<file path="config.mk">
export PLATFORM = sky130hd
export DESIGN_NAME = arm810
export DESIGN_NICKNAME = d
export VERILOG_FILES = /design/src/uarch.sv /design/src/core_if.sv /design/src/arm810.sv /design/src/core_alu.sv /design/src/core_bus_arbiter.sv /design/src/core_control.sv /design/src/core_decode.sv /design/src/core_fetch.sv /design/src/core_regs.sv /design/src/core_shifter.sv
export SDC_FILE = /design/constraint.sdc
export NUM_CORES = 2
export LEC_CHECK = 0
export ABC_AREA = 1
export BUFFER_PORTS_ARGS = -buffer_cell sky130_fd_sc_hd__buf_2
export CORE_MARGIN = 4
export CORE_UTILIZATION = 28
export CTS_BUF_LIST = sky130_fd_sc_hd__clkbuf_16
export DETAILED_ROUTE_END_ITERATION = 12
export PLACE_DENSITY = 0.45
export SYNTH_ARGS = -nofsm -noshare
export SYNTH_HDL_FRONTEND = slang
export SYNTH_SLANG_ARGS = --single-unit
export TNS_END_PERCENT = 10
</file>
<file path="constraint.sdc">
create_clock -name clk -period 11.5 [get_ports clk]
set_input_delay 0.575 -clock clk [delete_from_list [all_inputs] [get_ports clk]]
set_output_delay 0.575 -clock clk [all_outputs]
set_load 0.1 [all_outputs]
</file>
<file path="src/uarch.sv">
`default_nettype none

package core_uarch;

	typedef logic [31:0] word;
	typedef logic [29:0] ptr; // word address, byte address >> 2.
	typedef logic [3:0] reg_num;
	typedef logic [3:0] psr_flags; // n, z, c, v from msb down.

	typedef logic [3:0] alu_op;
	localparam alu_op OP_AND = 4'h0;
	localparam alu_op OP_EOR = 4'h1;
	localparam alu_op OP_SUB = 4'h2;
	localparam alu_op OP_RSB = 4'h3;
	localparam alu_op OP_ADD = 4'h4;
	localparam alu_op OP_ADC = 4'h5;
	localparam alu_op OP_SBC = 4'h6;
	localparam alu_op OP_RSC = 4'h7;
	localparam alu_op OP_TST = 4'h8;
	localparam alu_op OP_TEQ = 4'h9;
	localparam alu_op OP_CMP = 4'ha;
	localparam alu_op OP_CMN = 4'hb;
	localparam alu_op OP_ORR = 4'hc;
	localparam alu_op OP_MOV = 4'hd;
	localparam alu_op OP_BIC = 4'he;
	localparam alu_op OP_MVN = 4'hf;

	typedef logic [1:0] shift_type;
	localparam shift_type SH_LSL = 2'd0;
	localparam shift_type SH_LSR = 2'd1;
	localparam shift_type SH_ASR = 2'd2;
	localparam shift_type SH_ROR = 2'd3;

	typedef logic [3:0] cond_code;
	localparam cond_code COND_EQ = 4'h0;
	localparam cond_code COND_NE = 4'h1;
	localparam cond_code COND_CS = 4'h2;
	localparam cond_code COND_CC = 4'h3;
	localparam cond_code COND_MI = 4'h4;
	localparam cond_code COND_PL = 4'h5;
	localparam cond_code COND_VS = 4'h6;
	localparam cond_code COND_VC = 4'h7;
	localparam cond_code COND_HI = 4'h8;
	localparam cond_code COND_LS = 4'h9;
	localparam cond_code COND_GE = 4'ha;
	localparam cond_code COND_LT = 4'hb;
	localparam cond_code COND_GT = 4'hc;
	localparam cond_code COND_LE = 4'hd;
	localparam cond_code COND_AL = 4'he;

	typedef logic [1:0] insn_class;
	localparam insn_class CLASS_DP = 2'd0;
	localparam insn_class CLASS_MEM = 2'd1;
	localparam insn_class CLASS_BRANCH = 2'd2;
	localparam insn_class CLASS_UNDEF = 2'd3; // executes as a no-op.

	typedef enum logic [1:0] {
		ST_RUN,
		ST_MEM,
		ST_HALTED
	} core_state;

	localparam ptr RESET_PC = '0;

endpackage

`default_nettype wire
</file>
<file path="src/core_if.sv">
`default_nettype none

interface core_mem_if;
	core_uarch::ptr addr;
	logic start, write, ready;
	core_uarch::word data_rd, data_wr;

	modport requester(output addr, start, write, data_wr, input ready, data_rd);
	modport server(input addr, start, write, data_wr, output ready, data_rd);
endinterface

interface core_dec_if;
	core_uarch::insn_class cls;
	core_uarch::cond_code cond;
	core_uarch::alu_op op;
	logic set_flags, imm_op, load, up, link;
	core_uarch::reg_num rd, rn, rm;
	core_uarch::word imm_value;
	core_uarch::shift_type sh_type;
	logic [4:0] sh_amount;
	logic [11:0] offset;
	core_uarch::ptr branch_offset;

	modport source(output cls, cond, op, set_flags, rd, rn, rm, imm_op, imm_value,
		sh_type, sh_amount, load, up, offset, link, branch_offset);
	modport sink(input cls, cond, op, set_flags, rd, rn, rm, imm_op, imm_value,
		sh_type, sh_amount, load, up, offset, link, branch_offset);
endinterface

`default_nettype wire

</file>
<file path="src/arm810.sv">
`default_nettype none

module arm810 (
	input  logic clk,
	input  logic rst,
	input  logic halt,

	output core_uarch::ptr bus_addr,
	output logic bus_start,
	output logic bus_write,
	input  logic bus_ready,
	input  core_uarch::word bus_data_rd,
	output core_uarch::word bus_data_wr,
	output logic halted
);

	// ##############################
	// Fetch and decode.
	// ##############################

	core_mem_if insn_mem();
	core_mem_if data_mem();
	core_dec_if dec();

	logic insn_valid, insn_pop, flush;
	core_uarch::word insn;
	core_uarch::ptr insn_pc, target;

	core_fetch #(.PREFETCH_ORDER(1)) fetch (
		.mem(insn_mem.requester),
		.*
	);

	core_decode decode (
		.insn(insn),
		.dec(dec.source)
	);

	// ##############################
	// Execute.
	// ##############################

	core_uarch::reg_num ra, rb, wr_r;
	core_uarch::word rd_value_a, rd_value_b, wr_value, pc_visible;
	logic wr_enable;

	core_uarch::alu_op alu_ctrl;
	core_uarch::word alu_a, alu_b, q_alu;
	core_uarch::psr_flags alu_flags;
	logic alu_write;

	core_uarch::word sh_base, q_shifter;
	core_uarch::shift_type sh_type;
	logic [4:0] sh_amount;
	logic c_shifter, flags_c;

	assign pc_visible = {insn_pc + 30'd2, 2'b00}; // r15 reads as the head pc plus 8.

	core_control control (
		.dec(dec.sink),
		.mem(data_mem.requester),
		.*
	);

	core_regs regs (
		.rd_r_a(ra),
		.rd_r_b(rb),
		.*
	);

	core_alu #(.W(32)) alu (
		.op(alu_ctrl),
		.a(alu_a),
		.b(alu_b),
		.c_in(flags_c),
		.q(q_alu),
		.nzcv(alu_flags),
		.write(alu_write)
	);

	core_shifter #(.W(32)) shifter (
		.base(sh_base),
		.sh_type(sh_type),
		.amount(sh_amount),
		.c_in(flags_c),
		.q(q_shifter),
		.c(c_shifter)
	);

	core_bus_arbiter arbiter (
		.insn_port(insn_mem.server),
		.data_port(data_mem.server),
		.*
	);

endmodule

`default_nettype wire

</file>
<file path="src/core_alu.sv">
`default_nettype none

module core_alu #(
	parameter int W = 32
) (
	input  core_uarch::alu_op op,
	input  logic [W-1:0] a,
	input  logic [W-1:0] b,
	input  logic c_in,
	output logic [W-1:0] q,
	output core_uarch::psr_flags nzcv,
	output logic write
);

	logic [W-1:0] x, y;
	logic [W:0] sum;
	logic cin, arith, c, v;

	// every arithmetic op maps onto one adder with inverted inputs.
	always_comb begin
		x = a;
		y = b;
		cin = 1'b0;
		arith = 1'b1;
		unique case (op)
			core_uarch::OP_SUB, core_uarch::OP_CMP: begin
				y = ~b;
				cin = 1'b1;
			end
			core_uarch::OP_RSB: begin
				x = ~a;
				cin = 1'b1;
			end
			core_uarch::OP_ADC:
				cin = c_in;
			core_uarch::OP_SBC: begin
				y = ~b;
				cin = c_in;
			end
			core_uarch::OP_RSC: begin
				x = ~a;
				cin = c_in;
			end
			core_uarch::OP_ADD, core_uarch::OP_CMN:
				arith = 1'b1;
			default:
				arith = 1'b0;
		endcase
	end

	assign sum = {1'b0, x} + {1'b0, y} + {{W{1'b0}}, cin};

	always_comb begin
		unique case (op)
			core_uarch::OP_AND, core_uarch::OP_TST: q = a & b;
			core_uarch::OP_EOR, core_uarch::OP_TEQ: q = a ^ b;
			core_uarch::OP_ORR: q = a | b;
			core_uarch::OP_MOV: q = b;
			core_uarch::OP_BIC: q = a & ~b;
			core_uarch::OP_MVN: q = ~b;
			default: q = sum[W-1:0];
		endcase
	end

	assign c = arith ? sum[W] : c_in;
	assign v = arith && x[W-1] == y[W-1] && sum[W-1] != x[W-1];
	assign nzcv = {q[W-1], ~|q, c, v};
	assign write = op[3:2] != 2'b10; // tst, teq, cmp and cmn only set flags.

endmodule

`default_nettype wire

</file>
<file path="src/core_bus_arbiter.sv">
`default_nettype none

module core_bus_arbiter (
	input  logic clk,
	input  logic rst,
	core_mem_if.server insn_port,
	core_mem_if.server data_port,
	output core_uarch::ptr bus_addr,
	output logic bus_start,
	output logic bus_write,
	input  logic bus_ready,
	input  core_uarch::word bus_data_rd,
	output core_uarch::word bus_data_wr
);

	logic insn_pend, data_pend, busy, owner_data;

	assign insn_port.ready = bus_ready && !owner_data;
	assign data_port.ready = bus_ready && owner_data;
	assign insn_port.data_rd = bus_data_rd;
	assign data_port.data_rd = bus_data_rd;

	always_ff @(posedge clk) begin
		bus_start <= 1'b0;

		if (rst) begin
			insn_pend <= 1'b0;
			data_pend <= 1'b0;
			busy <= 1'b0;
			owner_data <= 1'b0;
		end else begin
			if (insn_port.start)
				insn_pend <= 1'b1;
			if (data_port.start)
				data_pend <= 1'b1;
			if (bus_ready)
				busy <= 1'b0;

			// requesters hold their payload until ready, so it is sampled here.
			if (!busy && data_pend) begin
				bus_start <= 1'b1;
				bus_addr <= data_port.addr;
				bus_write <= data_port.write;
				bus_data_wr <= data_port.data_wr;
				busy <= 1'b1;
				owner_data <= 1'b1;
				data_pend <= 1'b0;
			end else if (!busy && insn_pend) begin
				bus_start <= 1'b1;
				bus_addr <= insn_port.addr;
				bus_write <= insn_port.write;
				bus_data_wr <= insn_port.data_wr;
				busy <= 1'b1;
				owner_data <= 1'b0;
				insn_pend <= 1'b0;
			end
		end
	end

endmodule

`default_nettype wire

</file>
<file path="src/core_control.sv">
`default_nettype none

module core_control (
	input  logic clk,
	input  logic rst,
	input  logic halt,
	output logic halted,
	input  logic insn_valid,
	input  core_uarch::ptr insn_pc,
	output logic insn_pop,
	output logic flush,
	output core_uarch::ptr target,
	core_dec_if.sink dec,
	core_mem_if.requester mem,
	output core_uarch::reg_num ra,
	output core_uarch::reg_num rb,
	input  core_uarch::word rd_value_a,
	input  core_uarch::word rd_value_b,
	output core_uarch::reg_num wr_r,
	output logic wr_enable,
	output core_uarch::word wr_value,
	output core_uarch::alu_op alu_ctrl,
	output core_uarch::word alu_a,
	output core_uarch::word alu_b,
	input  core_uarch::word q_alu,
	input  core_uarch::psr_flags alu_flags,
	input  logic alu_write,
	output core_uarch::word sh_base,
	output core_uarch::shift_type sh_type,
	output logic [4:0] sh_amount,
	input  core_uarch::word q_shifter,
	input  logic c_shifter,
	output logic flags_c
);

	core_uarch::core_state state;
	core_uarch::psr_flags flags;
	core_uarch::reg_num load_rd;
	logic n, z, c, v, pass, exec, arith;

	assign {n, z, c, v} = flags;
	assign flags_c = c;
	assign halted = state == core_uarch::ST_HALTED;

	always_comb begin
		unique case (dec.cond)
			core_uarch::COND_EQ: pass = z;
			core_uarch::COND_NE: pass = !z;
			core_uarch::COND_CS: pass = c;
			core_uarch::COND_CC: pass = !c;
			core_uarch::COND_MI: pass = n;
			core_uarch::COND_PL: pass = !n;
			core_uarch::COND_VS: pass = v;
			core_uarch::COND_VC: pass = !v;
			core_uarch::COND_HI: pass = c && !z;
			core_uarch::COND_LS: pass = !c || z;
			core_uarch::COND_GE: pass = n == v;
			core_uarch::COND_LT: pass = n != v;
			core_uarch::COND_GT: pass = !z && n == v;
			core_uarch::COND_LE: pass = z || n != v;
			core_uarch::COND_AL: pass = 1'b1;
			default: pass = 1'b0;
		endcase
	end

	// ##############################
	// Issue and operand selection.
	// ##############################

	assign insn_pop = state == core_uarch::ST_RUN && insn_valid && !halt;
	assign exec = insn_pop && pass; // a failed condition still retires as a no-op.
	assign flush = exec && dec.cls == core_uarch::CLASS_BRANCH;
	assign target = insn_pc + 30'd2 + dec.branch_offset;

	assign arith = dec.op inside {core_uarch::OP_SUB, core_uarch::OP_RSB, core_uarch::OP_ADD,
		core_uarch::OP_ADC, core_uarch::OP_SBC, core_uarch::OP_RSC, core_uarch::OP_CMP,
		core_uarch::OP_CMN};

	assign ra = dec.rn;
	assign rb = dec.cls == core_uarch::CLASS_MEM ? dec.rd : dec.rm; // store data comes from rd.

	assign sh_base = rd_value_b;
	assign sh_type = dec.sh_type;
	assign sh_amount = dec.sh_amount;

	always_comb begin
		alu_a = rd_value_a;
		if (dec.cls == core_uarch::CLASS_MEM) begin
			alu_ctrl = dec.up ? core_uarch::OP_ADD : core_uarch::OP_SUB;
			alu_b = {20'd0, dec.offset};
		end else begin
			alu_ctrl = dec.op;
			alu_b = dec.imm_op ? dec.imm_value : q_shifter;
		end
	end

	always_comb begin
		wr_r = dec.rd;
		wr_value = q_alu;
		wr_enable = 1'b0;
		if (state == core_uarch::ST_MEM) begin
			wr_r = load_rd;
			wr_value = mem.data_rd;
			wr_enable = mem.ready && !mem.write;
		end else if (exec && dec.cls == core_uarch::CLASS_BRANCH) begin
			wr_r = 4'd14;
			wr_value = {insn_pc + 30'd1, 2'b00}; // byte address of the next instruction.
			wr_enable = dec.link;
		end else if (exec && dec.cls == core_uarch::CLASS_DP) begin
			wr_enable = alu_write;
		end
	end

	// ##############################
	// State and flags.
	// ##############################

	always_ff @(posedge clk) begin
		mem.start <= 1'b0;

		if (rst)
			state <= core_uarch::ST_RUN;
		else begin
			unique case (state)
				core_uarch::ST_RUN:
					if (halt)
						state <= core_uarch::ST_HALTED;
					else if (exec && dec.cls == core_uarch::CLASS_MEM) begin
						mem.start <= 1'b1;
						mem.addr <= q_alu[31:2];
						mem.write <= !dec.load;
						mem.data_wr <= rd_value_b;
						load_rd <= dec.rd;
						state <= core_uarch::ST_MEM;
					end
				core_uarch::ST_MEM:
					if (mem.ready)
						state <= halt ? core_uarch::ST_HALTED : core_uarch::ST_RUN;
				core_uarch::ST_HALTED:
					if (!halt)
						state <= core_uarch::ST_RUN;
				default:
					state <= core_uarch::ST_RUN;
			endcase
		end
	end

	always_ff @(posedge clk) begin
		if (rst)
			flags <= '0;
		else if (exec && dec.cls == core_uarch::CLASS_DP && dec.set_flags) begin
			flags[3:2] <= alu_flags[3:2];
			if (arith)
				flags[1:0] <= alu_flags[1:0];
			else if (!dec.imm_op)
				flags[1] <= c_shifter; // logical ops keep v.
		end
	end

endmodule

`default_nettype wire

</file>
<file path="src/core_decode.sv">
`default_nettype none

module core_decode (
	input core_uarch::word insn,
	core_dec_if.source dec
);

	logic is_dp, is_mem, is_branch;
	logic [63:0] imm_pair;

	// only immediate shifts; multiply, halfword and PSR transfers fall out here.
	assign is_dp = insn[27:26] == 2'b00 && (insn[25] || !insn[4])
		&& !(insn[24:23] == 2'b10 && !insn[20]) && insn[15:12] != 4'd15;

	// word transfer, immediate offset, pre-indexed, no writeback.
	assign is_mem = insn[27:25] == 3'b010 && insn[24] && !insn[22] && !insn[21]
		&& !(insn[20] && insn[15:12] == 4'd15);

	assign is_branch = insn[27:25] == 3'b101;

	always_comb begin
		if (insn[31:28] == 4'hf)
			dec.cls = core_uarch::CLASS_UNDEF;
		else if (is_dp)
			dec.cls = core_uarch::CLASS_DP;
		else if (is_mem)
			dec.cls = core_uarch::CLASS_MEM;
		else if (is_branch)
			dec.cls = core_uarch::CLASS_BRANCH;
		else
			dec.cls = core_uarch::CLASS_UNDEF;
	end

	assign dec.cond = insn[31:28];
	assign dec.op = insn[24:21];
	assign dec.set_flags = insn[20];
	assign dec.rn = insn[19:16];
	assign dec.rd = insn[15:12];
	assign dec.rm = insn[3:0];

	assign imm_pair = {2{24'd0, insn[7:0]}} >> {insn[11:8], 1'b0};

	assign dec.imm_op = insn[25];
	assign dec.imm_value = imm_pair[31:0]; // rotate right by twice the field.
	assign dec.sh_type = insn[6:5];
	assign dec.sh_amount = insn[11:7];

	assign dec.load = insn[20];
	assign dec.up = insn[23];
	assign dec.offset = insn[11:0];

	assign dec.link = insn[24];
	assign dec.branch_offset = {{6{insn[23]}}, insn[23:0]};

endmodule

`default_nettype wire

</file>
<file path="src/core_fetch.sv">
`default_nettype none

module core_fetch #(
	parameter int PREFETCH_ORDER = 1
) (
	input  logic clk,
	input  logic rst,
	core_mem_if.requester mem,
	output logic insn_valid,
	output core_uarch::word insn,
	output core_uarch::ptr insn_pc,
	input  logic insn_pop,
	input  logic flush,
	input  core_uarch::ptr target
);

	core_uarch::word insn_q[2 ** PREFETCH_ORDER];
	core_uarch::ptr pc_q[2 ** PREFETCH_ORDER];
	core_uarch::ptr fetch_ptr;
	logic [PREFETCH_ORDER-1:0] rd_idx, wr_idx;
	logic [PREFETCH_ORDER:0] count; // msb set means the queue is full.
	logic pending, discard, push;

	assign push = mem.ready && !discard && !flush;

	assign insn_valid = |count;
	assign insn = insn_q[rd_idx];
	assign insn_pc = pc_q[rd_idx];

	assign mem.write = 1'b0; // the fetch port only reads.
	assign mem.data_wr = '0;

	always_ff @(posedge clk) begin
		if (push) begin
			insn_q[wr_idx] <= mem.data_rd;
			pc_q[wr_idx] <= mem.addr; // addr is held while the fetch is outstanding.
		end
	end

	always_ff @(posedge clk) begin
		mem.start <= 1'b0;

		if (rst) begin
			fetch_ptr <= core_uarch::RESET_PC;
			rd_idx <= '0;
			wr_idx <= '0;
			count <= '0;
			pending <= 1'b0;
			discard <= 1'b0;
		end else begin
			if (mem.ready) begin
				pending <= 1'b0;
				discard <= 1'b0;
			end

			if (flush) begin
				fetch_ptr <= target;
				rd_idx <= '0;
				wr_idx <= '0;
				count <= '0;
				discard <= pending && !mem.ready; // the old response is dropped on arrival.
			end else begin
				if (push)
					wr_idx <= wr_idx + 1'b1;

				if (insn_pop)
					rd_idx <= rd_idx + 1'b1;

				if (push && !insn_pop)
					count <= count + 1'b1;
				else if (!push && insn_pop)
					count <= count - 1'b1;

				if (!pending && !count[PREFETCH_ORDER]) begin
					mem.start <= 1'b1;
					mem.addr <= fetch_ptr;
					fetch_ptr <= fetch_ptr + 1'b1;
					pending <= 1'b1;
				end
			end
		end
	end

endmodule

`default_nettype wire

</file>
<file path="src/core_regs.sv">
`default_nettype none

module core_regs (
	input  logic clk,
	input  logic rst,
	input  core_uarch::reg_num rd_r_a,
	input  core_uarch::reg_num rd_r_b,
	output core_uarch::word rd_value_a,
	output core_uarch::word rd_value_b,
	input  core_uarch::reg_num wr_r,
	input  logic wr_enable,
	input  core_uarch::word wr_value,
	input  core_uarch::word pc_visible
);

	core_uarch::word gpr[15]; // r0 to r14; r15 is the fetch pc.

	always_ff @(posedge clk) begin
		if (rst) begin
			for (int i = 0; i < 15; i++)
				gpr[i] <= '0;
		end else if (wr_enable && wr_r != 4'd15)
			gpr[wr_r] <= wr_value;
	end

	assign rd_value_a = rd_r_a == 4'd15 ? pc_visible : gpr[rd_r_a];
	assign rd_value_b = rd_r_b == 4'd15 ? pc_visible : gpr[rd_r_b];

endmodule

`default_nettype wire

</file>
<file path="src/core_shifter.sv">
`default_nettype none

module core_shifter #(
	parameter int W = 32
) (
	input  logic [W-1:0] base,
	input  core_uarch::shift_type sh_type,
	input  logic [4:0] amount,
	input  logic c_in,
	output logic [W-1:0] q,
	output logic c
);

	logic [2*W-1:0] rot;

	assign rot = {base, base} >> amount;

	always_comb begin
		q = base;
		c = c_in;
		unique case (sh_type)
			core_uarch::SH_LSL:
				{c, q} = {c_in, base} << amount; // lsl #0 leaves carry alone.
			core_uarch::SH_LSR:
				if (amount == 5'd0) begin
					q = '0; // encodes lsr #32.
					c = base[W-1];
				end else
					{q, c} = {base, 1'b0} >> amount;
			core_uarch::SH_ASR:
				if (amount == 5'd0) begin
					q = {W{base[W-1]}};
					c = base[W-1];
				end else
					{q, c} = $signed({base, 1'b0}) >>> amount;
			core_uarch::SH_ROR:
				if (amount == 5'd0) begin
					q = {c_in, base[W-1:1]}; // rrx.
					c = base[0];
				end else begin
					q = rot[W-1:0];
					c = rot[W-1];
				end
		endcase
	end

endmodule

`default_nettype wire

</file>
# == Yosys cells after proc, flatten, opt, wreduce, memory -nomap -nowiden ==
# Memory sizes are Yosys's and may differ from the RTL's. A register that Yosys moved wholly into a read port is not among the register bits.
# Index checks and enable logic that the tools add are counted.
# word_totals
in_bits,36
mem_count,3
reg_bits,209
output_inout_bits,65
ramBits,604
word_cells,286
# mem_list
name,words,word_bits,rd,rd_clocked_by_memory_dff,wr,line_no,text
regs.gpr,15,32,2,0,15,core_regs.sv:16,core_uarch::word gpr[15];
fetch.insn_q,2,32,1,1,1,core_fetch.sv:17,core_uarch::word insn_q[2 ** PREFETCH_ORDER];
fetch.pc_q,2,30,1,1,1,core_fetch.sv:18,core_uarch::ptr pc_q[2 ** PREFETCH_ORDER];
# op_classes
n_reduce_logical,89
shifts,5
n_eq_ne,63
add_sub_neg,10
n_bitwise,10
mux,81
# op_table
operator,n
2-to-1 mux 32 bit,14
case mux 32 bit (6 select lines),1
case mux 32 bit (4 select lines),1
2-to-1 mux 30 bit,4
"== test 4 bit, second input constant",21
AND 32 bit,2
NOT 32 bit,2
OR reduction 32 bit,2
right shift 64 x 5 -> 32 bit,1
"adder 30 x 1 -> 30 bit, second input constant",2
"== test 4 x 3 -> 1 bit, second input constant",12
2-to-1 mux 1 bit,41
right shift 40 x 5 -> 32 bit,1
adder 32 x 32 -> 33 bit,1
adder 33 x 1 -> 33 bit,1
left shift 33 x 5 -> 33 bit,1
right shift 33 x 5 -> 33 bit,1
>>> shifter 33 x 5 -> 33 bit,1
logical AND 1 bit,32
bitwise OR 32 bit,1
XOR 32 bit,1
"adder 30 x 2 -> 30 bit, second input constant",1
adder 30 bit,1
"== test 4 x 2 -> 1 bit, second input constant",6
other kinds (36),107

# == Depth between registers and ports, before layout ==
# depth
ltp_word,25
ltp_mapped,62
mapped_depth_nobuf,58

# == Hierarchy ==
# From an unflattened synthesis, not the netlist that was laid out.
# hier_totals
cells_unflattened,8513
hier_area_um2,60843.4
# by_module_without_submodules
module,n_inst,cells_per_inst,seq_area_each_um2,area_each_um2
core_regs,1,3929,15374.7,29450.7
core_fetch,1,643,5385.2,8061.5
core_control,1,1053,2152.1,7434.6
core_alu,1,1086,0.0,5522.8
core_shifter,1,1056,0.0,4918.5
core_bus_arbiter,1,356,1991.9,3389.5
core_decode,1,228,0.0,1249.9
arm810,1,162,0.0,815.8

# == Worst setup path after synthesis ==
# OpenSTA, ideal clock, no wires.
# synth_path
kind,register -> register
from,reg (tool-made name)
to,"mem regs.gpr[0][30] (netlist name), data pin"
n_path_buf,4
path_stages_with_launch,57
period_less_slack_ns,7.401
required_time_ns,11.234
path_slack_ns,4.099
arrival_ns,7.135
setup_ns,0.266
path_cell_list,dfxtp_1 buf_6 inv_4 buf_6 buf_2 or2_1 o21ai_0 inv_2 ha_1 nand2_1 nor2_2 nand3_1 nor2_1 nand3_1 xor2_1 nand2_1 nand3_1 nand3_1 (+21 left out) a21oi_1 o21bai_1 a21boi_0 o21ai_0 a21oi_1 inv_1 nand2_1 nand2_1 nand2_1 nand2_1 nand2_1 nand3_1 nand4_1 o21ai_1 o21ai_2 inv_2 buf_2 nor2_1
# synth_lines
item,line_no
"end, declared",core_regs.sv:16

==> impl_metrics.ini <==
[worst_setup_path]
max_stage_delay_ns = 0.57
r2r-end = control.flags[2]$_SDFFE_PP0P_
cp-start-kind = flop
path_delay_family = simple AND/OR/NAND/NOR gates
crit_path_top_delay_cell = nand2_8
path_buf_inv = 7
critPathArrivalTime_ns = 11.19
cpMostUsedCell = nand2_1
crit_path_max_fanout = 72
end_kind = flop
rrSetupSlack_ns = 0.99
path_class = flop to flop
required_ns = 12.18
reg2regPathDepth = 54

[final_layout]
stdcell_area_um2 = 61400
area_growth_pct = 12.9
final_cells = 9608
final_core_util = 0.318
nFillCells = 20400
final_layout_size_suffix_gt1_frac = 0.109
finalNetCount = 7128

[cts]
cts.repair.resized = 0
clock_path_buffers = 3
cts_tree = yes
cts.clk_slew.worst_paths_ns = 0.06
cts_root_buf = clkbuf_16
cts.sink_count = 835
htree_levels = 3
clock_latency_ns = 0.80
numCtsBuffers = 99

[timing]
finalWorstSetupSlack_ns = 0.990
fin_worst_skew_ns = 0.101
fin_crit_ns = 10.51
grt_setup_unrepaired = false
worstMarginPinSlew_ns = 1.21
whs_ns = 0.0590
slew_headroom = 0.193
fin_setup_tns_ns = 0
final_hold_viol_count = 0
slew_violations = 0
fin_crit_sh = 0.914
clock.fmax_mhz = 95.1
setup_viol = 0

[detailed_routing]
wl_um = 268000
drt_pass1_iterations = 6
drc = 0
wl_per_cell_um = 27.8
ant_nets = 0
via_per_inst = 5.48
drtIter0Drc = 6332
vias = 52600

[global_route]
grt_pass1_vias = 49100
antenna_found_initial = 14
grt_pass1_wl_um = 375000
grt_overflow = 0
grt_max_degree = 129
track_usage = 0.256

[floorplanning]
fp.dieW_um = 449
pin_count = 101
fp.dieH_um = 449
start_util = 0.282
core_um2 = 193000
rows = 161
die-area_um2 = 201000

[synthesis]
yosys_warnings = 0
async_flop_share = 0
ys_types = 73
yosysMostFrequentCell = nand2_1
synth-edff-count = 785
ys.flop_type = edfxtp_1
postSynthAreaPerCell_um2 = 7.76
ys_top_cells_by_count = nand2_1 (1899), nand3_1 (872), edfxtp_1 (785), nor2_1 (750), inv_1 (476)
yosysTopAreaCell = edfxtp_1
yosysTopAreaCellShare = 0.434
syn_area_um2 = 54400
ys_seq_elements = 835
synthTopCellsByArea = edfxtp_1 (43%), nand2_1 (13%), nand3_1 (8.0%), nor2_1 (5.2%), o21ai_0 (3.5%)
seq_area_frac_synth = 0.452
synthCells = 7004

[min_path]
hp-class = input pin to flop
holdPathStages = 1
min_from = bus_data_rd[19]
hold_path_end = fetch.insn_q[0][19]$_DFFE_PP_

[placement]
dp_slack_ns = 1.41
place_inst = 9414
place_area_um2 = 58000
globalplace.congestion = 1.00
port_buffers = 100
hpwlAfterDp_um = 184000

[job]
drv_cap = 0

[pwr]
irDropWorstVdd_v = 0.000162
power.leakage_nw = 24.9
power_mw = 16.0
power.density_nw_per_um2 = 260

[run_status]
status = finished, final reports clean
how the worst max path moves through the flow:
stage	from	end	slack, ns	cells after the start
final	flop	control.flags[2]$_SDFFE_PP0P_	0.99	54
after global routing	flop	control.flags[2]$_SDFFE_PP0P_	0.31	59
after CTS	flop	control.flags[2]$_SDFFE_PP0P_	1.32	56
after detailed placement	flop	control.flags[2]$_SDFFE_PP0P_	1.41	56
after global placement	flop	control.flags[2]$_SDFFE_PP0P_	1.42	56
after floorplan	flop	regs.gpr[0][30]$_SDFFCE_PN0P_	4.10	56
placed cells by master (no fill, tap or decap), types with 10 or more instances in the layout:
cell,n
xnor2_1,56
conb_1,21
and2_1,16
bufinv_16,10
o211ai_1,40
a211oi_1,32
clkbuf_16,99
nand3b_1,27
clkinv_2,19
buf_2,100
dfxtp_1,49
o21ai_1,48
nor2_4,11
nand2_4,17
buf_12,14
nor2_2,42
inv_2,53
a21oi_1,361
nand2_1,1878
nand3_1,872
clkinv_1,33
xor2_1,107
buf_4,197
nand3_2,11
a221oi_1,67
nor3_1,45
o21ai_0,372
nor2_1,739
or2_2,71
nand2_2,41
a31oi_1,15
ha_1,96
o22ai_1,12
o21ai_2,25
a32o_1,38
nand4_1,29
inv_1,482
o311ai_0,10
edfxtp_1,785
report_power, final:
part | switching, mW | total (mW) | internal, mW | leakage (nW)
combinational | 6.81 | 8.99 | 2.17 | 15.0
sequential | 0.103 | 3.77 | 3.66 | 8.22
clock | 1.41 | 3.21 | 1.81 | 1.67
routing by layer:
| layer | GRT usage | vias up | wire, um |
|---|---|---|---|
| met4 | 0.122 | 6 | 14700 |
| met5 | 0 | - | 34 |
| met2 | 0.381 | 2753 | 113000 |
| met3 | 0.0427 | 478 | 23600 |
| met1 | 0.360 | 25700 | 116000 |
| li1 | - | 23700 | - |
sequential cells by signal, summed over array words and instances, names as in the netlist, 2 cells and up, named ones only:
name,cells
control.mem.data_wr,32
arbiter.bus_data_wr,32
fetch.count,2
fetch.fetch_ptr,30
fetch.pc_q,60
arbiter.bus_addr,30
control.load_rd,4
control.mem.addr,30
control.flags,4
fetch.mem.addr,30
control.state,2
regs.gpr,501
fetch.insn_q,64
worst register-to-register path, delay by kind of cell (launching register included):
family	cells	cell delay, ns
compound gates	14	3.22
buf+inv	7	1.51
simple gates	31	4.88
flops	1	0.34
xor+xnor	1	0.16
fa+ha+maj	1	0.33
final cells by class:
cell class                      instances  area, um2  share of cell area
Timing Repair Buffer                  315       2300              0.0375
Tap cell                             2526       3160              0.0515
Clock buffer                           99       2480              0.0404
Clock inverter                         86        793              0.0129
Multi-Input combinational cell       5208      26000               0.424
Sequential cell                       835      24600               0.401
Antenna cell                            5       12.5            0.000204
Inverter                              534       2020              0.0329
cell families after synthesis:
group / after synthesis / share of synthesized area
compound gates: 1103 / 0.121
xor+xnor: 163 / 0.0263
fa+ha+maj: 99 / 0.0232
buf+inv: 981 / 0.0774
flops: 835 / 0.452
mux: 2 / 0.000368
other cells: 1 / 0.0000690
simple gates: 3820 / 0.299
repair_timing:
item	CTS	global route
hold buffers	4	0
buffers inserted	0	0
endpoints found under the hold margin	7	0
Power figures use the tool's default switching activity.
